==> config.mk <==
export PLATFORM = sky130hd
export DESIGN_NAME = gmii_rx_deframer
export DESIGN_NICKNAME = d
export VERILOG_FILES = /design/src/verilog/mac_pkg.sv /design/src/verilog/gmii_rx_deframer.sv
export VERILOG_INCLUDE_DIRS = /design/src /design/src/verilog
export SDC_FILE = /design/constraint.sdc
export NUM_CORES = 1
export LEC_CHECK = 0
export ABC_CLOCK_PERIOD_IN_PS = 4100
export BUFFER_PORTS_ARGS = -buffer_cell sky130_fd_sc_hd__buf_2
export CAP_MARGIN = 15
export CORE_MARGIN = 3
export CORE_UTILIZATION = 45
export DETAILED_ROUTE_END_ITERATION = 7
export GPL_ROUTABILITY_DRIVEN = 0
export PLACE_DENSITY_LB_ADDON = 0.05
export SLEW_MARGIN = 20
export SYNTH_ARGS = -nofsm -noshare
export SYNTH_HDL_FRONTEND = slang
export SYNTH_SLANG_ARGS = --single-unit
==> constraint.sdc <==
create_clock -name clock -period 4.1 [get_ports clock]
set_clock_uncertainty 0.2 [all_clocks]
set_input_delay 0.82 -clock clock [delete_from_list [all_inputs] [get_ports clock]]
set_output_delay 0.82 -clock clock [all_outputs]
set_load 0.005 [all_outputs]
==> src/verilog/mac_defs.svh <==
`ifndef MAC_DEFS_SVH
`define MAC_DEFS_SVH

// ---------------------------------------------------------------------------
// ring geometry
// ---------------------------------------------------------------------------
`define MAC_SLOT_COUNT     4
`define MAC_SLOT_BITS      2
`define MAC_SLOT_BYTES     64
`define MAC_MAX_PAYLOAD    60          // slot minus four crc bytes
`define MAC_ADDR_BITS      16

// ---------------------------------------------------------------------------
// ethernet framing
// ---------------------------------------------------------------------------
`define MAC_PREAMBLE_BYTE  8'h55
`define MAC_PREAMBLE_LEN   7
`define MAC_SFD_BYTE       8'hd5
`define MAC_IFG_CYCLES     12

// crc register after a good frame plus its fcs
`define MAC_CRC_RESIDUE    32'hc704_dd7b

`endif

==> src/verilog/mac_pkg.sv <==
`default_nettype none

`include "mac_defs.svh"

package mac_pkg;

    typedef logic [7:0]                byte_t;
    typedef logic [`MAC_ADDR_BITS-1:0] pkt_addr_t;     // byte address or packet length
    typedef logic [`MAC_SLOT_BITS-1:0] slot_t;

    typedef enum logic [2:0] {
        op_read,
        op_read_len,
        op_read_next,
        op_write,
        op_write_len,
        op_write_next
    } host_op_e;

    typedef struct packed {
        host_op_e  op;
        pkt_addr_t addr;
        byte_t     value;
    } host_req_t;

    typedef struct packed {
        byte_t data;
        logic  en;
    } gmii_tx_t;

    typedef struct packed {
        byte_t data;
        logic  dv;
        logic  er;
    } gmii_rx_t;

    // crc-32 over one byte, poly 04c11db7, data[0] is the first bit on the wire
    function automatic logic [31:0] crc32_next(input byte_t data, input logic [31:0] crc);
        logic [31:0] c;
        logic        fb;
        c = crc;
        for (int i = 0; i < 8; i++)
        begin
            fb = c[31] ^ data[i];
            c  = {c[30:0], 1'b0} ^ (fb ? 32'h04c1_1db7 : 32'h0);
        end
        return c;
    endfunction

    // fcs byte idx of a crc register, complemented and bit reversed
    function automatic byte_t crc32_fcs_byte(input logic [31:0] crc, input logic [1:0] idx);
        byte_t b;
        byte_t r;
        b = crc[31 - 8 * idx -: 8];
        for (int i = 0; i < 8; i++)
            r[i] = ~b[7 - i];
        return r;
    endfunction

endpackage

`default_nettype wire

==> src/verilog/gmii_rx_deframer.sv <==
`timescale 1ns/1ns
`default_nettype none

`include "mac_defs.svh"

module gmii_rx_deframer (
    input  wire                    clock,
    input  wire                    reset,
    input  wire mac_pkg::gmii_rx_t gmii_rx,
    output logic                   wr_strobe,
    output mac_pkg::pkt_addr_t     wr_addr,
    output mac_pkg::byte_t         wr_byte,
    output logic                   commit,
    output mac_pkg::pkt_addr_t     commit_len,
    input  wire                    full
);

    typedef enum logic [1:0] {
        st_hunt,                                // preamble and sfd search
        st_data,
        st_drop                                 // wait for dv to fall
    } state_e;

    state_e             state;
    logic [3:0]         pre_cnt;                // preamble bytes seen
    mac_pkg::pkt_addr_t count;                  // bytes after sfd, fcs included
    logic [31:0]        crc;
    logic               byte_ok;
    logic               frame_ok;

    assign byte_ok   = state == st_data && gmii_rx.dv && !gmii_rx.er
                       && count < `MAC_SLOT_BYTES;
    assign wr_strobe = byte_ok;
    assign wr_addr   = count;
    assign wr_byte   = gmii_rx.data;

    // commit in the first cycle with dv low
    assign frame_ok   = crc == `MAC_CRC_RESIDUE && count >= 4;
    assign commit     = state == st_data && !gmii_rx.dv && frame_ok && !full;
    assign commit_len = count - 3'd4;           // strip the fcs

    always_ff @(posedge clock)
    begin
        if (state == st_hunt)
            crc <= '1;
        else if (byte_ok)
            crc <= mac_pkg::crc32_next(gmii_rx.data, crc);
    end

    // ---------------------------------------------------------------------------
    // frame tracking
    // ---------------------------------------------------------------------------
    always_ff @(posedge clock)
    begin
        if (reset)
        begin
            state   <= st_hunt;
            pre_cnt <= '0;
            count   <= '0;
        end
        else if (!gmii_rx.dv)
        begin
            state   <= st_hunt;                 // end of frame or idle line
            pre_cnt <= '0;
        end
        else if (gmii_rx.er)
            state <= st_drop;
        else
        begin
            case (state)
                st_hunt:
                    if (gmii_rx.data == `MAC_PREAMBLE_BYTE && pre_cnt < `MAC_PREAMBLE_LEN)
                        pre_cnt <= pre_cnt + 1'b1;
                    else if (gmii_rx.data == `MAC_SFD_BYTE && pre_cnt == `MAC_PREAMBLE_LEN)
                    begin
                        state <= st_data;
                        count <= '0;
                    end
                    else
                        state <= st_drop;      // short, long or broken preamble
                st_data:
                    if (count < `MAC_SLOT_BYTES)
                        count <= count + 1'b1;
                    else
                        state <= st_drop;      // oversize
                default:
                    state <= st_drop;
            endcase
        end
    end

endmodule

`default_nettype wire

-- After elaboration in Yosys (flattened, before gate mapping)
Index checks and enable logic that the tools add are counted.
- word-level logic and storage cells: 77
- bits of input ports: 13
- bits in latches: 0
- bits in writable memories: 0
- memories kept: 0
- flip-flop bits (word level): 54
- ROM bits: 0
- output and inout bits: 42
- shift operators: 0
- eq/ne operators: 11
- $lt $le $gt $ge: 3
- reductions and logical operators: 20
- $add $sub $neg: 3
- multiply operators: 0
- mux-type cells: 17
- div/mod/pow operators: 0
- bitwise operators: 18
- operators by type and width (cell ; number):
    $xor A32 B27 Y32 ; 8
    $mux W27 ; 8
    $mux W16 ; 3
    $eq A32 B32 Y1 const B ; 1
    $pmux W16 S2 ; 1
    $add A16 B1 Y16 const B ; 1
    $ge A16 B3 Y1 const B ; 1
    $lt A16 B7 Y1 const B ; 1
    $sub A16 B3 Y16 const B ; 1
    $logic_and A1 B1 Y1 ; 9
    $eq A8 B7 Y1 const B ; 1
    $eq A8 B8 Y1 const B ; 1
    $mux W2 ; 4
    $xor A1 B1 Y1 ; 8
    $ne A3 B3 Y1 const B ; 2
    $reduce_and A6 Y1 ; 1
    $add A4 B1 Y4 const B ; 1
    $eq A4 B3 Y1 const B ; 1
    $lt A4 B3 Y1 const B ; 1
    $ne A2 B1 Y1 const B ; 2
    $ne A2 B2 Y1 const B ; 2
    $pmux W2 S2 ; 1
    $reduce_and A2 Y1 ; 2
    $logic_not A1 Y1 ; 3
    7 further kinds ; 8

-- Longest topological paths before layout
- depth after elaboration: 24
- depth in mapped cells: 8
- depth with buffers taken out: 6

-- Worst setup path before layout
No wires, ideal clock.
- kind: reg2out
- start: register count[6] (netlist: wr_addr[6])
- end: output port commit_len[13]
- stages on the path, launching flop included: 6
- path slack: 1.356 ns
- required time: 3.080 ns
- buffers on the path: 1
- arrival: 1.724 ns
- cell sequence: dfxtp_1 > buf_2 > or4_4 > or2_1 > nor4_1 > xor2_1
- longest elaborated chain between the ends: 1
- ends and longest elaborated chain (element ; line ; source):
    from (decl) ; gmii_rx_deframer.sv:26 ; mac_pkg::pkt_addr_t count;
    from (signal assigned) ; gmii_rx_deframer.sv:83 ; count <= count + 1'b1;
    $sub A16 B3 Y16 ; gmii_rx_deframer.sv:40 ; assign commit_len = count - 3'd4;
    to (decl) ; gmii_rx_deframer.sv:14 ; output mac_pkg::pkt_addr_t commit_len,
Every way passes these cells.

-- Worst setup path after layout
Ends and elaborated chain as after synthesis.

==> results.sh <==
export IMPL_status="finished, final reports clean"
export IMPL_core_um2=6980
export IMPL_io_pin_count=55
export IMPL_synth_ff_type="dfxtp_1"
export IMPL_cts_buffers_inserted=5
export IMPL_start_util_pct=47.6
export IMPL_drt_iter0_drc=84
export IMPL_total_power_mw=1.03
export IMPL_grt_max_degree=59
export IMPL_final_core_util_pct=53.0
export IMPL_max_slew_margin_rel_pct=51.0
export IMPL_cts_sinks=54
export IMPL_viasPerCell=5.18
export IMPL_worst_slack_ps=935
export IMPL_r2r_start="wr_addr[10]"
export IMPL_place_ws_ps=1230
export IMPL_num_vias=2567
export IMPL_cts_resized=0
export IMPL_synth_top_family_by_area="XOR/XNOR gates"
export IMPL_placed_area_um2=3590
export IMPL_grt_pass1_wl_um=12100
export IMPL_tightest_slew_ps=729
export IMPL_max_freq_mhz=316
export IMPL_htreeDepth=2
export IMPL_post_cts_buffers=0
export IMPL_drt_total_wl_um=7310
export IMPL_fin_crit_ps=3170
export IMPL_nNetsFinal=418
export IMPL_synth_compound_area_share_pct=13.9
export IMPL_grt_overflow_total=0
export IMPL_synthToLayoutAreaGrowth_pct=11.3
export IMPL_io_buffers=54
export IMPL_synthArstFlopShare_pct=0
export IMPL_fin_cells=496
export IMPL_cts_tree="done"
export IMPL_synthAdderAreaFrac_pct=2.26
export IMPL_finalMaxSlewViolations=0
export IMPL_ant_nets=0
export IMPL_dp_cells=488
export IMPL_die_area_um2=8450
export IMPL_wl_per_cell_um=14.7
export IMPL_synth_mux_area_share_pct=0.602
export IMPL_hold_viol=0
export IMPL_cp_end_kind="primary output"
export IMPL_synth_seq_area_share_pct=32.5
export IMPL_ys_seq_elements=54
export IMPL_setup_viol=0
export IMPL_rsz0062_at_grt="no"
export IMPL_grt_total_usage_pct=17.7
export IMPL_drc=0
export IMPL_cp_max_fo=9
export IMPL_cap_violations=0
export IMPL_critPathLaunchType="register"
export IMPL_cp_cell_sequence="or4_4 -> or2_1 -> nor4_1 -> xor2_1 -> buf_2"
export IMPL_place_hpwl_um=5560
export IMPL_clockBufferDepth=2
export IMPL_worstHoldStart="crc[3]"
export IMPL_synth_edf_count=0
export IMPL_tns_ps=0
export IMPL_n_antenna_cell=0
export IMPL_synth_avg_cell_area_um2=9.31
export IMPL_antenna_found_initial=0
export IMPL_cp_arrival_ps=2150
export IMPL_crit_start="wr_addr[6]"
export IMPL_synth_net_count=376
export IMPL_yosys_area_share_simple_pct=19.2
export IMPL_synthXorXnorAreaFrac_pct=26.4
export IMPL_hold_buffers=0
export IMPL_syn_inst=357
export IMPL_min_path_type="register to register"
export IMPL_layout_drive_gt1_share_pct=22.5
export IMPL_power_density_nw_per_um2=279
export IMPL_worst_setup_path_type="register to primary output"
export IMPL_required_ps=3080
export IMPL_cts_root_buf="clkbuf_8"
export IMPL_path_clk_slew_ps=100
export IMPL_fin_crit_sh_pct=77.2
export IMPL_synth_area_um2=3320
export IMPL_drt_pass1_iterations=4
export IMPL_fill_cells=684
export IMPL_cpPeakStageDelay_ps=620
export IMPL_ys_warn_count=0
export IMPL_post_route_cell_area_um2=3700
export IMPL_num_rows=30
export IMPL_yosysUniqueCellTypes=51
export IMPL_crit_path_top_delay_cell="or4_4"
export IMPL_p_leak_nw=1.50
export IMPL_clk_insertion_delay_late_ps=300
export IMPL_fin_hold_ws_ps=317
export IMPL_die_width_um=92.0
export IMPL_grt_pass1_vias=2326
export IMPL_vdd_ir_drop_max_v=0.000146
export IMPL_die_height_um=92.0
sequential cells by signal, summed over array words and instances, names as in the netlist:
name     count
crc         32
state        2
wr_addr     16
pre_cnt      4
where the power goes:
| group | switching [mW] | internal, mW | leakage, nW |
|---|---|---|---|
| clock | 0.173 | 0.171 | 0.0575 |
| combinational | 0.0904 | 0.0725 | 1.00 |
| sequential | 0.00101 | 0.525 | 0.436 |
| total | 0.264 | 0.768 | 1.50 |
Yosys cell counts (all sizes together) (2+ instances only):
cell type,count,share of area (%)
nor4b,2,0.53
mux2i,2,0.60
o211ai,16,4.8
or2,3,0.56
a41oi,2,0.53
xor2,37,11
or4,3,0.90
ha,6,2.3
buf,17,3.8
dfxtp,54,33
nand2b,3,0.56
and2,2,0.38
nand4b,3,0.79
nand3,9,1.5
nand2,27,3.0
nor3,10,1.5
o21ai,21,3.2
nor3b,3,0.68
inv,6,0.68
nor2,30,3.4
xnor2,47,13
a31oi,2,0.38
nor4,7,3.1
xnor3,3,2.0
clkbuf,5,0.60
a21oi,16,2.4
and3,2,0.38
o21a,6,1.4
nor2b,4,0.75
critical path: cells and delay by family (launching register included):
kind          cells  cell delay (ps)
simple gates      3             1160
xor+xnor          1              160
flops             1              410
buf+inv           1              120
final cells by class:
cell class	count	area [µm²]	area share, %
flip-flops and latches	54	1080	29.2
repair buffers	57	293	7.91
clock buffers	8	110	2.98
multi-input cells	275	2070	56.0
well taps	96	120	3.25
inverters	6	22.5	0.609
routing by layer:
metal	vias to the layer above	routed length (µm)	track usage [%]
li1	1313	-	-
met1	1208	3960	27.2
met2	44	3070	26.1
met3	2	263	2.95
met4	0	19	2.97
met5	-	0	0
cell usage in the layout (no fill, tap or decap), types with 4 or more instances in the layout:
cell / netlist / routed
o21ai_0: 15 / 15
o21ai_1: 6 / 6
o21a_1: 6 / 6
nor2b_1: 4 / 4
nand2_1: 27 / 27
o211ai_1: 8 / 8
a21oi_1: 16 / 16
buf_2: 3 / 54
clkbuf_8: 0 / 8
nand3_1: 8 / 8
xnor2_2: 4 / 4
nor2_1: 30 / 30
nor4_4: 4 / 4
ha_1: 6 / 6
xor2_1: 34 / 34
inv_1: 6 / 6
o211ai_2: 8 / 8
nor3_1: 10 / 10
xnor2_1: 43 / 43
dfxtp_1: 54 / 54
cell families (layout without fill, tap and decap cells):
group / Yosys count / in the layout
adders and majority gates: 6 / 6
xor gates and xnor gates: 87 / 87
AOI/OAI and AO/OA: 68 / 68
buffers and inverters: 28 / 71
and+or+nand+nor: 112 / 112
DFF: 54 / 54
muxes: 2 / 2
final timing paths:
| path | cells after the start | to | slack [ps] |
|---|---|---|---|
| setup / recovery | 5 | commit_len[13] | 930 |
| hold / removal | 2 | crc[3] | 320 |
| setup reg to reg | 6 | crc[26] | 1710 |
| hold reg to reg | 2 | crc[3] | 320 |
No activity file was read; power rests on OpenSTA's default activity.
