--- src/verilog/mac_defs.svh ---
`ifndef MAC_DEFS_SVH
`define MAC_DEFS_SVH

// ---------------------------------------------------------------------------
// ring geometry
// ---------------------------------------------------------------------------
`define MAC_SLOT_COUNT     4
`define MAC_SLOT_BITS      2
`define MAC_SLOT_BYTES     64
`define MAC_MAX_PAYLOAD    60          // slot minus four crc bytes
`define MAC_ADDR_BITS      16

// ---------------------------------------------------------------------------
// ethernet framing
// ---------------------------------------------------------------------------
`define MAC_PREAMBLE_BYTE  8'h55
`define MAC_PREAMBLE_LEN   7
`define MAC_SFD_BYTE       8'hd5
`define MAC_IFG_CYCLES     12

// crc register after a good frame plus its fcs
`define MAC_CRC_RESIDUE    32'hc704_dd7b

`endif

--- src/verilog/mac_pkg.sv ---
`default_nettype none

`include "mac_defs.svh"

package mac_pkg;

    typedef logic [7:0]                byte_t;
    typedef logic [`MAC_ADDR_BITS-1:0] pkt_addr_t;     // byte address or packet length
    typedef logic [`MAC_SLOT_BITS-1:0] slot_t;

    typedef enum logic [2:0] {
        op_read,
        op_read_len,
        op_read_next,
        op_write,
        op_write_len,
        op_write_next
    } host_op_e;

    typedef struct packed {
        host_op_e  op;
        pkt_addr_t addr;
        byte_t     value;
    } host_req_t;

    typedef struct packed {
        byte_t data;
        logic  en;
    } gmii_tx_t;

    typedef struct packed {
        byte_t data;
        logic  dv;
        logic  er;
    } gmii_rx_t;

    // crc-32 over one byte, poly 04c11db7, data[0] is the first bit on the wire
    function automatic logic [31:0] crc32_next(input byte_t data, input logic [31:0] crc);
        logic [31:0] c;
        logic        fb;
        c = crc;
        for (int i = 0; i < 8; i++)
        begin
            fb = c[31] ^ data[i];
            c  = {c[30:0], 1'b0} ^ (fb ? 32'h04c1_1db7 : 32'h0);
        end
        return c;
    endfunction

    // fcs byte idx of a crc register, complemented and bit reversed
    function automatic byte_t crc32_fcs_byte(input logic [31:0] crc, input logic [1:0] idx);
        byte_t b;
        byte_t r;
        b = crc[31 - 8 * idx -: 8];
        for (int i = 0; i < 8; i++)
            r[i] = ~b[7 - i];
        return r;
    endfunction

endpackage

`default_nettype wire

--- src/verilog/packet_ring.sv ---
`timescale 1ns/1ns
`default_nettype none

`include "mac_defs.svh"

module packet_ring #(
    parameter int SLOTS = `MAC_SLOT_COUNT
) (
    input  wire                     clock,
    input  wire                     reset,
    input  wire                     wr_strobe,
    input  wire mac_pkg::pkt_addr_t wr_addr,
    input  wire mac_pkg::byte_t     wr_byte,
    input  wire                     commit,
    input  wire mac_pkg::pkt_addr_t commit_len,
    input  wire mac_pkg::pkt_addr_t rd_addr,
    output mac_pkg::byte_t          head_byte,
    output mac_pkg::pkt_addr_t      head_len,
    input  wire                     release_slot,
    output logic                    full,
    output logic                    empty
);

    localparam int OFF_BITS = $clog2(`MAC_SLOT_BYTES);
    localparam int CNT_BITS = $clog2(SLOTS + 1);

    mac_pkg::byte_t      mem [SLOTS * `MAC_SLOT_BYTES];
    mac_pkg::pkt_addr_t  len_mem [SLOTS];

    mac_pkg::slot_t      head_idx;              // oldest committed slot
    mac_pkg::slot_t      open_idx;              // slot being filled
    logic [CNT_BITS-1:0] count;                 // committed slots
    logic [CNT_BITS-1:0] count_next;

    function automatic mac_pkg::slot_t slot_inc(input mac_pkg::slot_t s);
        return (s == mac_pkg::slot_t'(SLOTS - 1)) ? '0 : s + 1'b1;
    endfunction

    always_comb
    begin
        count_next = count;
        if (commit && !release_slot)
            count_next = count + 1'b1;
        else if (release_slot && !commit)
            count_next = count - 1'b1;
    end

    // slot storage
    always_ff @(posedge clock)
    begin
        if (wr_strobe && wr_addr < `MAC_SLOT_BYTES)
            mem[{open_idx, wr_addr[OFF_BITS-1:0]}] <= wr_byte;
        if (commit)
            len_mem[open_idx] <= commit_len;
    end

    always_ff @(posedge clock)
    begin
        if (reset)
        begin
            head_idx <= '0;
            open_idx <= '0;
            count    <= '0;
            full     <= 1'b0;
            empty    <= 1'b1;
        end
        else
        begin
            if (commit)
                open_idx <= slot_inc(open_idx);
            if (release_slot)
                head_idx <= slot_inc(head_idx);
            count <= count_next;
            full  <= (count_next == CNT_BITS'(SLOTS - 1));   // all but the open slot
            empty <= (count_next == '0);
        end
    end

    assign head_byte = mem[{head_idx, rd_addr[OFF_BITS-1:0]}];
    assign head_len  = len_mem[head_idx];

endmodule

`default_nettype wire

--- config.mk ---
export PLATFORM = sky130hd
export DESIGN_NAME = packet_ring
export DESIGN_NICKNAME = d
export VERILOG_FILES = /design/src/verilog/mac_pkg.sv /design/src/verilog/packet_ring.sv
export VERILOG_INCLUDE_DIRS = /design/src /design/src/verilog
export SDC_FILE = /design/constraint.sdc
export NUM_CORES = 2
export LEC_CHECK = 0
export BUFFER_PORTS_ARGS = -buffer_cell sky130_fd_sc_hd__buf_2
export CELL_PAD_IN_SITES_DETAIL_PLACEMENT = 1
export CELL_PAD_IN_SITES_GLOBAL_PLACEMENT = 2
export CORE_MARGIN = 2
export CORE_UTILIZATION = 50
export CTS_BUF_LIST = sky130_fd_sc_hd__clkbuf_8 sky130_fd_sc_hd__clkbuf_16
export CTS_CLUSTER_DIAMETER = 100
export DETAILED_ROUTE_END_ITERATION = 8
export PLACE_DENSITY_LB_ADDON = 0.1
export SETUP_SLACK_MARGIN = 0.2
export SLEW_MARGIN = 20
export SYNTH_ARGS = -nofsm -noshare
export SYNTH_HDL_FRONTEND = slang
export SYNTH_SLANG_ARGS = --single-unit
--- constraint.sdc ---
create_clock -name clock -period 2.8 [get_ports clock]
set_input_delay 0.42 -clock clock [delete_from_list [all_inputs] [get_ports clock]]
set_output_delay 0.42 -clock clock [all_outputs]
set_load 0.02 [all_outputs]
# Yosys cells after proc, flatten, opt, wreduce, memory -nomap -nowiden
# Memories as Yosys holds them, arrays and structs flattened. A register that Yosys moved wholly into a read port is not among the register bits.
# Cells that the tools add are included.
[word_totals]
ff_bits = 9
mem_bits_rw = 2112
inputBits = 61
output_inout_bits = 26
n_memories = 2
[memory_table]
columns = ["name", "words", "width", "read_ports", "rd_clocked_by_memory_dff", "wr", "line", "text"]
rows = [
  ["mem", 256, 8, 1, 0, 1, "packet_ring.sv:27", "mac_pkg::byte_t mem [SLOTS * `MAC_SLOT_BYTES];"],
  ["len_mem", 4, 16, 1, 1, 1, "packet_ring.sv:28", "mac_pkg::pkt_addr_t len_mem [SLOTS];"],
]
[classes]
addsub = 4
magnitude_cmp = 1
n_eq_ne = 3
mux = 10
reduce_logical = 6
[ops]
columns = ["cell", "count"]
rows = [
  ["less-than comparator 16 x 7 -> 1 bit (second input constant)", 1],
  ["two-way mux 2 bit", 4],
  ["two-way mux 3 bit", 2],
  ["adder 2 x 1 -> 2 bit (second input constant)", 2],
  ["== test 2 bit (second input constant)", 2],
  ["two-way mux 1 bit", 4],
  ["adder 3 x 1 -> 3 bit (second input constant)", 1],
  ["== test 3 x 2 -> 1 bit (second input constant)", 1],
  ["logical AND 1 bit", 3],
  ["zero test 3 bit", 1],
  ["subtractor 3 x 1 -> 3 bit (second input constant)", 1],
  ["zero test 1 bit", 2],
]

# Logic depth before layout (Yosys ltp)
[depth]
depth_word = 5
depth_mapped = 11
mapped_depth_nobuf = 7

# Least setup slack after synthesis
# OpenSTA, ideal clock, no wires.
[synth_timing]
path_kind = "input to output"
from = "input rd_addr[0]"
to = "output head_byte[1]"
t_arrival_ns = 2.425
required_ns = 2.380
setup_slack_ns = -0.045
path_stages = 9
path_cell_list = "buf_6 -> buf_12 -> or3b_1 -> buf_2 -> o221ai_1 -> nor3_1 -> o22ai_1 -> nor3_1 -> nor4_1"
[synth_between]
elab_chain_len = 1
[synth_rtl]
columns = ["item", "line", "text"]
rows = [
  ["start, declared", "packet_ring.sv:16", "input wire mac_pkg::pkt_addr_t rd_addr,"],
  ["memory (256 x 8 bit)", "-", ""],
  ["end, declared", "packet_ring.sv:17", "output mac_pkg::byte_t head_byte,"],
]
# Every way passes these cells.

# Final worst setup path
[layout_timing]
from = "register head_idx[1]"
to = "output head_byte[4]"
[layout_between]
elab_chain_len = 1
[layout_rtl]
columns = ["item", "line", "text"]
rows = [
  ["start, declared", "packet_ring.sv:30", "mac_pkg::slot_t head_idx;"],
  ["start signal, assigned", "packet_ring.sv:72", "head_idx <= slot_inc(head_idx);"],
  ["memory (256 x 8 bit)", "-", ""],
]
# Every way passes these cells.

==> impl_metrics.yaml <==
run_status:
  outcome: "finished, violations left"
  violations: "negative setup slack"
cells_and_area:
  regArea_um2: 63600
  multi_input_area_um2: 17700
  drive_gt1_share_pct: 34.5
  fillCellCount: 13600
  instances_no_fill: 7049
  nNetsFinal: 4769
  fin_area_um2: 98400
  syn_to_final_growth_pct: 20.1
route:
  wl_mm: 231
  ant_nets: 0
  first_pass_iters: 5
  drc: 0
  avgViaCountPerCell: 6.11
  drtIter0Drc: 5092
  wl_per_cell_um: 32.7
  num_vias: 43100
worst_setup_path:
  path_max_fanout: 7
  r2r-start: "open_idx[0]"
  arrival_ns: 3.36
  path_class: "flop to primary output"
  reg2reg_depth: 5
  required_ns: 2.38
  startpoint: "head_idx[1]"
  crit_path_top_delay_cell: "nor4_4"
  path_cells: "buf_12 -> buf_12 -> buf_6 -> and3b_2 -> o221ai_1 -> o22ai_1 -> nor3_2 -> buf_4 -> nor4_4 -> buf_4 -> nor4_4 -> buf_4"
  endpoint: "head_byte[4]"
  r2r_slack_ns: 0.55
  worstSetupEndpointType: "primary output"
  cp_slowest_stage_delay_ns: 0.43
  reg2reg_to: "mem[200][1]"
  cpMostUsedCell: "buf_4"
  start_kind: "flop"
clock_tree:
  numCtsBuffers: 212
  htreeDepth: 4
  ctsRootBufferMaster: "clkbuf_16"
  clk_pin_slew_ns: 0.06
  cts.sinks: 2123
  ctsLongestPathBuffers: 3
  cts_tree: "done"
  clock_latency_ns: 0.83
synthesis:
  syn-cell-area_um2: 81900
  yosys-top-cells-area: "edfxtp_1, mux4_2, mux2i_1"
  ys_ff_latch: 2123
  yosysWarnings: 0
  synth_top_cell_by_area: "edfxtp_1"
  synth-edff-count: 2112
  synthAdderAreaFrac_pct: 0.107
  seq_area_frac_synth_pct: 77.7
  synth.avg_cell_area_um2: 21.2
  syn_nets: 3932
  ys_async_sr_fraction_pct: 0
  muxShareOfSynthArea_pct: 14.3
  yosys-top-cells-count: "edfxtp_1, mux4_2, nor2_1, mux2i_1, a22oi_1"
  synthXorXnorAreaFrac_pct: 0.0321
  yosys.area_share.simple_pct: 2.50
  synth_top_cell_area_share_pct: 77.4
  yosysMostFrequentCell: "edfxtp_1"
  synthFlopType: "edfxtp_1"
  synth-compound-area-share_pct: 3.54
  synthDistinctLibCells: 54
  synth_top_family_by_area: "multiplexers"
  synthCells: 3864
global_routing:
  grt_pass1_vias: 45900
  antenna_found_initial: 3
  grt_pass1_wl_mm: 334
  grt_overflow: 0
  grt_max_degree: 113
  grtUsageTotal_pct: 27.9
floorplanning:
  die_h_um: 409
  coreArea_um2: 163000
  dieArea_um2: 167000
  std_cell_rows: 148
  die_w_um: 409
  start_util_pct: 50.3
  ios: 87
timing:
  hold_slack_ns: 0.102
  finalSetupTns_ns: -7.08
  finalSetupViolations: 8
  fin_ws_ns: -0.977
  fin_skew_ns: 0.0195
  min_period_ns: 3.78
  period_share_pct: 135
  tightest_slew_ns: 0.775
  fmax_ghz: 0.265
  drv_slew: 0
  slew_headroom_pct: 48.3
  rsz0062_at_grt: "true"
  hold_viol_final: 0
placed_design:
  gp_congestion: 0.852
  dp.cells: 6638
  portBuffers: 76
  placed_area_um2: 90700
  place_worst_setup_slack_ns: -1.74
  hpwl_mm: 152
min_path:
  min_path_type: "input port to flop"
  hp-start: "wr_byte[4]"
power_and_ir_drop:
  cellLeakagePower_nw: 32.4
  ir_drop_mv: 0.709
  p_per_area_nw_per_um2: 672
run:
  max_cap_viol_count: 0
[state kept, by name, summed over array words and instances (netlist names), named ones only]
signal	cells
full	1
count	3
len_mem	64
empty	1
open_idx	2
head_idx	2
mem	2048
[per-layer routing]
metal  global-route usage, %  wire, µm  up-vias
li1                        -         -    17900
met1                    39.5     94900    23200
met2                    45.1    113000     1657
met3                    4.54     15600      310
met4                    8.33      6910        2
met5                       0         9        -
[logic make-up (layout without fill, tap and decap cells)]
family,count (synthesis),after routing
flops,2123,2123
mux,600,600
simple gates,467,467
compound gates,423,423
buf+inv,241,1250
fa+ha+maj,7,7
xor+xnor,3,3
other cells,0,1
[cell type report]
type / count / share of cell area [%]
Multi-Input combinational cell: 1500 / 18.0
Sequential cell: 2123 / 64.7
Clock inverter: 172 / 1.13
Timing Repair Buffer: 857 / 7.89
Antenna cell: 1 / 0.00254
Clock buffer: 214 / 5.44
Tap cell: 2175 / 2.77
Inverter: 7 / 0.0267
[cells in the final DEF, fill, tap and decap left out, drive strengths merged, types with 7 or more instances in the layout]
cell type,netlist,layout
edfxtp,2112,2112
buf,135,829
mux4,457,457
nor2,290,290
clkbuf,99,222
mux2i,143,143
a22oi,135,135
clkinv,1,109
a21oi,91,91
o22ai,69,69
inv,6,55
o221ai,44,44
nand2,41,41
nor3,41,41
nor4,25,25
o21ai,23,23
a22o,20,20
dlygate4sd3,0,20
nand3,15,15
nand2b,13,13
bufinv,0,12
nor2b,12,12
dfxtp,11,11
and2,8,8
a221oi,8,8
ha,7,7
[power breakdown]
group	total (mW)	internal (mW)	switching [mW]
clock	26.7	14.9	11.8
combinational	4.42	1.80	2.61
sequential	35.0	35.0	0.0310
[worst max-delay path, delay by kind of cell, from the launching register on]
kind	cells	cell delay, ns
buffers and inverters	6	0.88
AND/OR/NAND/NOR	4	0.88
AO/OA/AOI/OAI	2	0.40
flip-flops	1	0.34
[through the flow]
| stage | power [mW] | utilization, % |
|---|---|---|
| after floorplan | 37.5 | - |
| after detailed placement | 39.8 | 55.7 |
| final | 66.1 | 60.4 |
| after global placement | 39.7 | 55.7 |
| after CTS | 66.5 | 60.3 |
| after global routing | 67.8 | 60.4 |
[timing repair]
item / 4_1_cts / 5_1_grt
buffers inserted: 2 / 1
endpoints found under the setup margin: 24 / 8
pin swaps: 34 / 26
endpoints found under the hold margin: 94 / 0
hold buffers: 20 / 0
resized for setup: 139 / 38
cloned: 1 / 0
[worst min path at each step]
stage                   to  slack, ns  depth (start not counted)
2_1_floorplan  open_idx[0]       0.49                          1
3_3_place_gp          full       0.53                          3
3_5_place_dp          full       0.55                          3
4_1_cts        mem[128][4]       0.05                          1
5_1_grt        mem[129][4]       0.09                          1
6_report       mem[130][4]       0.10                          1
Note: power is estimated with default switching activity, not from simulation.
