### src/verilog/mac_defs.svh
`ifndef MAC_DEFS_SVH
`define MAC_DEFS_SVH

// ---------------------------------------------------------------------------
// ring geometry
// ---------------------------------------------------------------------------
`define MAC_SLOT_COUNT     4
`define MAC_SLOT_BITS      2
`define MAC_SLOT_BYTES     64
`define MAC_MAX_PAYLOAD    60          // slot minus four crc bytes
`define MAC_ADDR_BITS      16

// ---------------------------------------------------------------------------
// ethernet framing
// ---------------------------------------------------------------------------
`define MAC_PREAMBLE_BYTE  8'h55
`define MAC_PREAMBLE_LEN   7
`define MAC_SFD_BYTE       8'hd5
`define MAC_IFG_CYCLES     12

// crc register after a good frame plus its fcs
`define MAC_CRC_RESIDUE    32'hc704_dd7b

`endif

### src/verilog/mac_pkg.sv
`default_nettype none

`include "mac_defs.svh"

package mac_pkg;

    typedef logic [7:0]                byte_t;
    typedef logic [`MAC_ADDR_BITS-1:0] pkt_addr_t;     // byte address or packet length
    typedef logic [`MAC_SLOT_BITS-1:0] slot_t;

    typedef enum logic [2:0] {
        op_read,
        op_read_len,
        op_read_next,
        op_write,
        op_write_len,
        op_write_next
    } host_op_e;

    typedef struct packed {
        host_op_e  op;
        pkt_addr_t addr;
        byte_t     value;
    } host_req_t;

    typedef struct packed {
        byte_t data;
        logic  en;
    } gmii_tx_t;

    typedef struct packed {
        byte_t data;
        logic  dv;
        logic  er;
    } gmii_rx_t;

    // crc-32 over one byte, poly 04c11db7, data[0] is the first bit on the wire
    function automatic logic [31:0] crc32_next(input byte_t data, input logic [31:0] crc);
        logic [31:0] c;
        logic        fb;
        c = crc;
        for (int i = 0; i < 8; i++)
        begin
            fb = c[31] ^ data[i];
            c  = {c[30:0], 1'b0} ^ (fb ? 32'h04c1_1db7 : 32'h0);
        end
        return c;
    endfunction

    // fcs byte idx of a crc register, complemented and bit reversed
    function automatic byte_t crc32_fcs_byte(input logic [31:0] crc, input logic [1:0] idx);
        byte_t b;
        byte_t r;
        b = crc[31 - 8 * idx -: 8];
        for (int i = 0; i < 8; i++)
            r[i] = ~b[7 - i];
        return r;
    endfunction

endpackage

`default_nettype wire

### src/verilog/gmii_tx_framer.sv
`timescale 1ns/1ns
`default_nettype none

`include "mac_defs.svh"

module gmii_tx_framer (
    input  wire                     clock,
    input  wire                     reset,
    output mac_pkg::gmii_tx_t       gmii_tx,
    output mac_pkg::pkt_addr_t      rd_addr,
    input  wire mac_pkg::byte_t     head_byte,
    input  wire mac_pkg::pkt_addr_t head_len,
    input  wire                     empty,
    output logic                    release_slot
);

    typedef enum logic [2:0] {
        st_idle,
        st_preamble,
        st_sfd,
        st_data,
        st_crc,
        st_gap
    } state_e;

    state_e             state;
    mac_pkg::pkt_addr_t cnt;                    // shared by preamble, data, fcs and gap
    logic [31:0]        crc;

    assign rd_addr = cnt;

    // slot goes back as en drops
    assign release_slot = (state == st_gap) && (cnt == '0);

    // crc runs over payload bytes only
    always_ff @(posedge clock)
    begin
        if (state == st_sfd)
            crc <= '1;
        else if (state == st_data)
            crc <= mac_pkg::crc32_next(head_byte, crc);
    end

    // ---------------------------------------------------------------------------
    // frame sequencer, gmii_tx is registered
    // ---------------------------------------------------------------------------
    always_ff @(posedge clock)
    begin
        if (reset)
        begin
            state   <= st_idle;
            cnt     <= '0;
            gmii_tx <= '0;
        end
        else
        begin
            case (state)
                st_idle:
                begin
                    gmii_tx <= '0;
                    cnt     <= '0;
                    if (!empty)
                        state <= st_preamble;
                end
                st_preamble:
                begin
                    gmii_tx <= '{data: `MAC_PREAMBLE_BYTE, en: 1'b1};
                    cnt     <= cnt + 1'b1;
                    if (cnt == `MAC_PREAMBLE_LEN - 1)
                        state <= st_sfd;
                end
                st_sfd:
                begin
                    gmii_tx <= '{data: `MAC_SFD_BYTE, en: 1'b1};
                    cnt     <= '0;
                    state   <= (head_len == '0) ? st_crc : st_data;    // empty payload
                end
                st_data:
                begin
                    gmii_tx <= '{data: head_byte, en: 1'b1};
                    cnt     <= cnt + 1'b1;
                    if (cnt + 1'b1 == head_len)
                    begin
                        cnt   <= '0;
                        state <= st_crc;
                    end
                end
                st_crc:
                begin
                    gmii_tx <= '{data: mac_pkg::crc32_fcs_byte(crc, cnt[1:0]), en: 1'b1};
                    cnt     <= cnt + 1'b1;
                    if (cnt == 3)
                    begin
                        cnt   <= '0;
                        state <= st_gap;
                    end
                end
                st_gap:
                begin
                    gmii_tx <= '0;
                    cnt     <= cnt + 1'b1;
                    if (cnt == `MAC_IFG_CYCLES - 1)
                        state <= st_idle;
                end
                default:
                    state <= st_idle;
            endcase
        end
    end

endmodule

`default_nettype wire

### config.mk
export PLATFORM = sky130hd
export DESIGN_NAME = gmii_tx_framer
export DESIGN_NICKNAME = d
export VERILOG_FILES = /design/src/verilog/mac_pkg.sv /design/src/verilog/gmii_tx_framer.sv
export VERILOG_INCLUDE_DIRS = /design/src /design/src/verilog
export SDC_FILE = /design/constraint.sdc
export NUM_CORES = 1
export LEC_CHECK = 0
export BUFFER_PORTS_ARGS = -buffer_cell sky130_fd_sc_hd__buf_2
export CAP_MARGIN = 25
export CORE_MARGIN = 5
export CORE_UTILIZATION = 30
export DETAILED_ROUTE_END_ITERATION = 10
export PLACE_DENSITY = 0.54
export SLEW_MARGIN = 20
export SYNTH_ARGS = -nofsm -noshare
export SYNTH_HDL_FRONTEND = slang
export SYNTH_SLANG_ARGS = --single-unit
### constraint.sdc
create_clock -name clock -period 3.5 [get_ports clock]
set_input_delay 0.7 -clock clock [delete_from_list [all_inputs] [get_ports clock]]
set_output_delay 0.7 -clock clock [all_outputs]
set_load 0.05 [all_outputs]
Word level (Yosys, flattened, before mapping) --
Cells that the tools add are included.
Operators by class: add/sub/neg operators 2, eq/ne operators 14, shift-type cells 1, muxes and demuxes 19, bitwise operators 24, reduce and logical (&&, ||, !) cells 10
Operators with widths (count):
- $xor A32 B27 Y32 | 8
- $mux W27 | 8
- $pmux W16 S4 | 1
- $pmux W9 S5 | 1
- $shiftx A39 B33 Y8 | 1
- $logic_not A16 Y1 | 2
- $mux W16 | 2
- $mux W3 | 6
- $pmux W3 S6 | 1
- $add A16 B1 Y16 const B | 1
- $eq A16 B16 Y1 | 1
- $eq A16 B2 Y1 const B | 1
- $eq A16 B3 Y1 const B | 1
- $eq A16 B4 Y1 const B | 1
- $not A1 Y1 | 8
- $xor A1 B1 Y1 | 8
- $eq A3 B2 Y1 const B | 2
- $eq A3 B3 Y1 const B | 2
- $ne A2 B2 Y1 const B | 3
- $reduce_or A2 Y1 | 3
- $sub A5 B5 Y6 const A | 1
- $reduce_and A5 Y1 | 1
- $reduce_bool A5 Y1 | 1
- $ne A2 B1 Y1 const B | 2
- other kinds (4) | 4
Word-level totals: register bits 60, input bits 27, output and inout port bits 26, word-level logic and storage cells 75

Depth between registers and ports, before layout --
Gate-level depths: netlist of run 1.
word-level depth 24, depth in mapped cells 11, depth with buffers taken out 9

Worst setup path before layout of run 1 --
No wires, ideal clock.
kind flip-flop to flip-flop, from reg cnt[1] (netlist: rd_addr[1]), to reg cnt[12] (netlist: rd_addr[12]), library setup time 0.128 ns, data arrival time 3.065 ns, data required time 3.372 ns, path slack 0.306 ns, stages on the path, launching flop included 12, buffers on the path 2, clock period less this slack 3.194 ns, cells stage by stage dfxtp_1 > buf_1 > inv_1 > ha_1 > xor2_1 > a311oi_1 > o21ai_0 > nor4_1 > a41oi_2 > buf_6 > o211ai_2 > o211ai_1
On the way: word-level cells in the longest chain between the ends 4, elaborated cells between the ends (all ways) 6, those cells by class 1 x add/sub; 2 x eq/ne; 3 x mux
RTL lines:
- from (decl) | RTL line gmii_tx_framer.sv:27 | mac_pkg::pkt_addr_t cnt;
- from (signal assigned) | RTL line gmii_tx_framer.sv:68 | cnt <= cnt + 1'b1;
- from (signal assigned) | RTL line gmii_tx_framer.sv:81 | cnt <= cnt + 1'b1;
- from (signal assigned) | RTL line gmii_tx_framer.sv:91 | cnt <= cnt + 1'b1;
- $add A16 B1 Y16
- $eq A16 B16 Y1 | RTL line gmii_tx_framer.sv:82 | if (cnt + 1'b1 == head_len)
- $mux W16 | RTL line gmii_tx_framer.sv:82
- $pmux W16 S4 * | RTL line gmii_tx_framer.sv:57 | case (state)
Mark *: on every way between the ends. The rest lies on a longest branch, timed or not. A chain may end at the register's enable or synchronous reset.

Final worst setup path of run 1 --
from reg cnt[0] (netlist: rd_addr[0]), to reg cnt[7] (netlist: rd_addr[7])
The elaborated chain is that of the path after synthesis.

==> results.md, run 1 <==
- I/O Pins: 53
- Crit Reg-Reg Endpoint: rd_addr[7]
- Slew margin rel.: 39.2%
- Gpl congestion: 0.878
- Die area: 0.0168 sq mm
- Via count: 3757
- Reg2reg setup slack: about 380 ps
- 1st-pass router iterations: 4
- Post-DP Area: 0.00475 sq mm
- Antenna-violating nets left: 0
- Mean number of vias per cell: 5.43
- Tot GR Track Use: 15.1%
- Port bufs: 52
- Share of cells above drive strength 1: 22.5%
- # Post-CTS Setup Buffers: 0
- Clk Tree Root Cell: clkbuf_16
- Final-report max-slew violation count: 0
- Die height: 130 um
- DP HPWL: ~9100 um
- Status: finished, final reports clean
- Yosys cell types: 65
- Compound-Gate Fraction of Synth Area: 21.0%
- Worst VDD drop: 0.000632 V
- Clock-pin slew on the worst setup and hold paths: 50 ps
- Worst Tran Pin Value: a little over 900 ps
- Hold Path End: rd_addr[1]
- Reg2Reg Depth: 8
- Post-synth ARST share: 0%
- EDFF count, synth: 0
- Pin count of the biggest net entering global routing: 38
- Skew final: 8.57 ps
- Cells after Synth: 465
- CTS buffer count: 9
- Vias in the first global route: between 3000 and 4000
- Post-layout util: 36.1%
- Worst Path Required: 3700 ps
- P_leak: 1.82 nW
- Main combinational cell family by area after synthesis: compound AO/OA/AOI/OAI gates
- Placed insts: 679
- TNS Setup: 0 ps
- Initial drt markers: 251
- Endpoints failing setup: 0
- Clock tree from TritonCTS: yes
- Worst Setup Path Type: reg2reg
- Seq/Total Area, Yosys: about 28%
- Worst-path maximum fanout: 12
- Yosys Warn Count: 0
- Cell Area, Synth: 0.00430 sq mm
- Final period utilization: around nine tenths
- RSZ-0062 raised after global routing: false
- Seq cells post-synth: 60
- Antenna Cells: 0
- Max Cap Viol: 0
- Global-route wire length before repair: 20200 um
- Post-Layout Cell Count: around 700
- GRT overflow: 0
- Clock buffer depth: 2
- Clock tree sinks: 60
- WL/cell: 17.6 um
- Hold Fails Final Rpt: 0
- Worst r2r src: rd_addr[0]
- Post-Synth Adder-Cell Area: less than 1%
- Initial antenna violation count: 0
- Starting Density: 30.7%
- Syn Area/Cell: approximately 9 sq um
- Drt total wl: 12200 um
- Hold_sp: rd_addr[1]
- Post-Synth Simple-Gate Area: approximately a fifth
- Total power: 4.15 mW
- Fmax: 320 MHz
- Final instance area: 0.00505 sq mm
- Most frequent cells in the layout: xnor2_1, dfxtp_1, buf_2
- Final Net Count: 540
- DRC: 0
- Post-cts resize count: 0
- Min Hold Slack: 475 ps
- Layout area overhead: 17.4%
- Net Count, Synth: a little under 500
- Mux contribution to synthesized area: 4.68%
- Tmin final: 3120 ps
- Worst hold path stage count: 2
- WP data arrival: ~3300 ps
- Xor and xnor fraction of the mapped netlist area: 20.8%
- DIE WIDTH: 130 um
- Clock latency on the worst-skew pair: 320 ps
- Startpoint Class: flip-flop
- Hold Path Class: reg2reg
- Core Area: ~0.014 sq mm
- H-tree depth: 3
- Crit path launch: rd_addr[0]
- Main flop type after synthesis: dfxtp_1
- Place WS: ~450 ps
- Core Rows: 43
- Power Dens Cells: 821 mW/mm^2
- Hold_buf cts: 0
- Worst setup EP type: flip-flop
- PnR worst setup slack: 376 ps
- Commonest non-fill, non-tap cell in the layout: xnor2_1
[cells in the mapped netlist (3+ instances only)]
cell       instances  area share, %
xnor2_1           64             13
dfxtp_1           60             28
nor2_1            31            2.7
o22a_1            31            6.3
xor2_1            20            4.1
clkbuf_1          18            1.6
nand3_1           15            1.7
a21oi_1           14            1.6
nand2_1           12            1.0
nor4_1            11            1.6
o211ai_1          11            1.9
inv_1             10           0.87
nor3_1            10            1.2
nor2b_1            9            1.3
o21ai_0            9            1.0
mux4_2             8            4.2
xnor2_2            8            3.0
o21ai_1            7           0.81
o2bb2a_1           7            1.6
or3_1              7            1.0
and3_1             6           0.87
and4_1             6            1.2
buf_2              6           0.70
buf_1              5           0.44
nand2b_1           5           0.73
a2111oi_0          4           0.81
a221oi_1           4           0.81
nand3b_1           4           0.70
nand4_1            4           0.58
nor3b_1            4           0.70
a22o_1             3           0.61
a22oi_1            3           0.52
ha_1               3           0.87
o211ai_2           3           0.87
[power by group]
group | internal (mW) | switching (mW)
logic | 1.16 | 1.05
clock network | 0.609 | 0.289
registers | 0.871 | 0.171
total | 2.63 | 1.51
[cell type report]
class | instances | area, sq um
clock buffers | 10 | 229
clock inverters | 3 | 65.1
fillers | 1431 | 8940
inverters | 10 | 37.5
multi-input cells | 362 | 2910
flip-flops and latches | 60 | 1200
well taps | 180 | 225
repair buffers | 67 | 380
[state kept, by name (all words and copies together), names as in the netlist]
| signal | count |
|---|---|
| gmii_tx | 9 |
| crc | 32 |
| rd_addr | 16 |
| state | 3 |
[worst max-delay path, cell delays in order, from the launching register on]
cell      delay [ps]
dfxtp_1          470
ha_1             490
nand4_4          220
nor4_2           350
xnor2_1          150
nor4_1           400
a41oi_2          460
o211ai_1         340
o211ai_1         110
[per-layer routing]
layer / routed length [um] / global-route usage [%] / up-vias
met4: 134 / 4.71 / 0
met5: 0 / 0 / -
met3: 720 / 3.07 / 9
li1: - / - / 1825
met1: 5620 / 20.9 / 1818
met2: 5710 / 23.6 / 105
[worst max path at each step]
stage | cells past startpoint | slack [ps] | endpoint
after floorplan | 11 | 310 | rd_addr[12]
after global placement | 7 | 520 | rd_addr[9]
after detailed placement | 7 | 450 | rd_addr[7]
after CTS | 7 | 430 | rd_addr[7]
after global routing | 8 | 120 | rd_addr[7]
final | 8 | 380 | rd_addr[7]
[kinds of logic (layout without fill, tap and decap cells)]
kind of cell / Yosys count / after routing
simple gates: 141 / 141
compound gates: 115 / 115
xor+xnor: 93 / 93
flops: 60 / 60
buf+inv: 43 / 90
mux: 10 / 10
fa+ha+maj: 3 / 3
Power figures use the tool's default switching activity.
==> run 2: changes to the inputs <==
--- a/config.mk
+++ b/config.mk
@@ -14,2 +14,3 @@
 export PLACE_DENSITY = 0.54
+export REMOVE_ABC_BUFFERS = 1
 export SLEW_MARGIN = 20
==> constraint.sdc (replaced) <==
create_clock -name clock -period 3.5 [get_ports clock]
set_input_delay 0.525 -clock clock [delete_from_list [all_inputs] [get_ports clock]]
set_output_delay 0.525 -clock clock [all_outputs]
set_load 0.05 [all_outputs]
==> run 2 against run 1 <==
Effect of this change: power increased by 1.0%; clock skew about the same; worst setup slack better by 51 ps; via count is 1.7% higher; combinational power hardly changed; wire length increased by 3.5%; utilization grew 0.21 points; critical path depth down 1; non-clock buffer count up 3; sequential share of layout area is 0.13 points lower; global-route usage is 0.12 points higher; final cell count up 0.87%; largest power group unchanged.
==> results.md, run 2 (same netlist as run 1, synthesis figures left out) <==
- Clock tree from TritonCTS: yes
- Worst Setup Path Type: reg2reg
- Core Area: 0.0140 sq mm (unchanged)
- Global-route wire length before repair: 20300 um (+0.82%)
- GRT overflow: 0 (unchanged)
- Fmax: 325 MHz (+1.6%)
- Core Rows: 43 (unchanged)
- Initial antenna violation count: 0 (unchanged)
- I/O Pins: 53 (unchanged)
- Skew final: 8.33 ps (-0.241 ps)
- TNS Setup: 0 ps (unchanged)
- Clk Tree Root Cell: clkbuf_16
- Fill count: 1447 (+1.1%)
- Hold Path Class: reg2reg
- Power Dens Cells: 825 mW/mm^2 (+0.45%)
- DIE WIDTH: 130 um (unchanged)
- DP HPWL: 9210 um (+1.1%)
- Share of cells above drive strength 1: 23.6% (+1.1 points)
- Startpoint Class: flip-flop
- Final instance area: 0.00508 sq mm (+0.57%)
- Worst Tran Pin Value: 729 ps (-176 ps)
- RSZ-0062 raised after global routing: false
- Initial drt markers: 291 (+16%)
- Gpl congestion: 0.863 (-1.7%)
- Worst setup EP type: flip-flop
- Tot GR Track Use: 15.2% (+0.12 points)
- Clock latency on the worst-skew pair: 340 ps (+20 ps)
- Max Cap Viol: 0 (unchanged)
- WP buf/inv: 0 (unchanged)
- Hold Fails Final Rpt: 0 (unchanged)
- Most frequent cells in the layout: xnor2_1, dfxtp_1, buf_2
- Crit path cell chain: nand3_1 > or4_4 > xnor2_2 > nor4_1 > a41oi_2 > o211ai_1 > o211ai_1
- Die height: 130 um (unchanged)
- Clock buffer depth: 2 (unchanged)
- Worst stage delay on the critical path: 660 ps (+170 ps)
- Final-report max-slew violation count: 0 (unchanged)
- 1st-pass router iterations: 4 (unchanged)
- Combinational Power Share: 53.3% (about the same)
- Starting Density: 30.7% (unchanged)
- Pin count of the biggest net entering global routing: 35 (-7.9%)
- Hold_buf cts: 0 (unchanged)
- Post-cts resize count: 0 (unchanged)
- Sequential share of power: 24.8% (-0.3 points)
- Tmin final: 3070 ps (-50.6 ps)
- Metal3 WL: 734 um (+1.9%)
- Worst Path Required: 3710 ps (about the same)
- Die area: 0.0168 sq mm (unchanged)
- Antenna Cells: 0 (unchanged)
- Switching Fraction: 37.7% (+1.2 points)
- Final Net Count: 543 (+0.56%)
- Largest delay contributor family on the critical path: simple AND/OR/NAND/NOR gates
- Endpoints failing setup: 0 (unchanged)
- Worst-path maximum fanout: 16 (+4)
- WL met2: 5840 um (+2.3%)
- Largest register FFs: 32 (unchanged)
- Multi-input combinational cell area: 0.00291 sq mm (+0.13%)
- Vias in the first global route: 3784 (+0.93%)
- WP data arrival: 3280 ps (-40 ps)
- CTS buffer count: 9 (unchanged)
- Drt total wl: 12600 um (+3.5%)
- # Post-CTS Setup Buffers: 0 (unchanged)
- WL/cell: 18.1 um (+2.6%)
- Clock-pin slew on the worst setup and hold paths: 60 ps (about the same)
- Mean number of vias per cell: 5.47 (+0.78%)
- Via count: 3819 (+1.7%)
- NetSw: 1.58 mW (+4.4%)
- Top reg by flops: crc
- Status: finished, final reports clean
- Port bufs: 52 (unchanged)
- Layout area overhead: 18.1%
- Worst VDD drop: 0.000611 V (-3.3%)
- DRC: 0 (unchanged)
- Int Pwr: 2.61 mW (-0.91%)
- Clock power frac: 21.8% (about the same)
- Antenna-violating nets left: 0 (unchanged)
- M1 WL: 5810 um (+3.5%)
- H-tree depth: 3 (unchanged)
- Slew margin rel.: 51.4% (+12 points)
- P_leak: 1.84 nW (+0.88%)
- Top Layer Used: met4
- Commonest non-fill, non-tap cell in the layout: xnor2_1
- Post-DP Area: 0.00477 sq mm (+0.32%)
- Crit path top cell by count: o211ai_1
- Final period utilization: 87.8% (-1.4 points)
- Clock tree sinks: 60 (unchanged)
- FF+latch area: 0.00120 sq mm (unchanged)
- CP max-delay cell: dfxtp_1
[run 2: cell count changes in the layout (fill, tap and decap cells not counted), sizes merged]
cell and delta:
clkbuf +2, bufinv -1, clkinvlp +1, buf +3
clkinv +1
[run 2: tightest hold or removal path: cells and delay by family (launching register included)]
kind / cells / cell delay [ps]
flip-flops: 1 / 320
AO/OA/AOI/OAI: 1 / 80
AND/OR/NAND/NOR: 1 / 70
[run 2: path summary, 6_finish.rpt]
path / slack [ps] / endpoint / cells after the start / from
max: 430 / rd_addr[7] / 7 / rd_addr[2]
min: 510 / gmii_tx[0] / 2 / gmii_tx[0]
max reg2reg: 430 / rd_addr[7] / 7 / rd_addr[2]
min reg2reg: 510 / gmii_tx[0] / 2 / gmii_tx[0]
[run 2: final cells by class]
cell class | instances | share of cell area (%)
clock buffer | 12 | 5.05
clock inverter | 4 | 0.936
inverter | 10 | 0.739
multi-input combinational | 362 | 57.4
sequential | 60 | 23.7
tap | 180 | 4.44
timing repair buffer | 70 | 7.79
[run 2: power by group through the flow]
| stage | clock network [mW] | registers, mW | logic, mW |
|---|---|---|---|
| global placement | 0 | 1.04 | 2.21 |
| finish | 0.914 | 1.04 | 2.23 |
| CTS | 0.927 | 1.04 | 2.25 |
| detailed placement | 0 | 1.05 | 2.23 |
| global route | 0.970 | 1.07 | 2.41 |
| floorplan | 0 | 1.06 | 1.80 |
[run 2: routing by layer]
layer	vias to the layer above	track usage, %
li1	1833	-
met1	1862	20.8
met2	108	24.3
met3	16	2.82
met4	0	4.65
met5	-	0
[run 2: stage by stage]
| stage | worst slack, ps | hold slack [ps] | utilization, % | total power, mW | instances |
|---|---|---|---|---|---|
| floorplan | 171 | 486 | - | 2.86 | 432 |
| global placement | 579 | 478 | 34.1 | 3.26 | 682 |
| detailed placement | 465 | 498 | 34.1 | 3.29 | 682 |
| CTS | 438 | 510 | 36.3 | 4.22 | 698 |
| global route | 153 | 550 | 36.3 | 4.45 | 698 |
| finish | 426 | 512 | 36.3 | 4.19 | 698 |
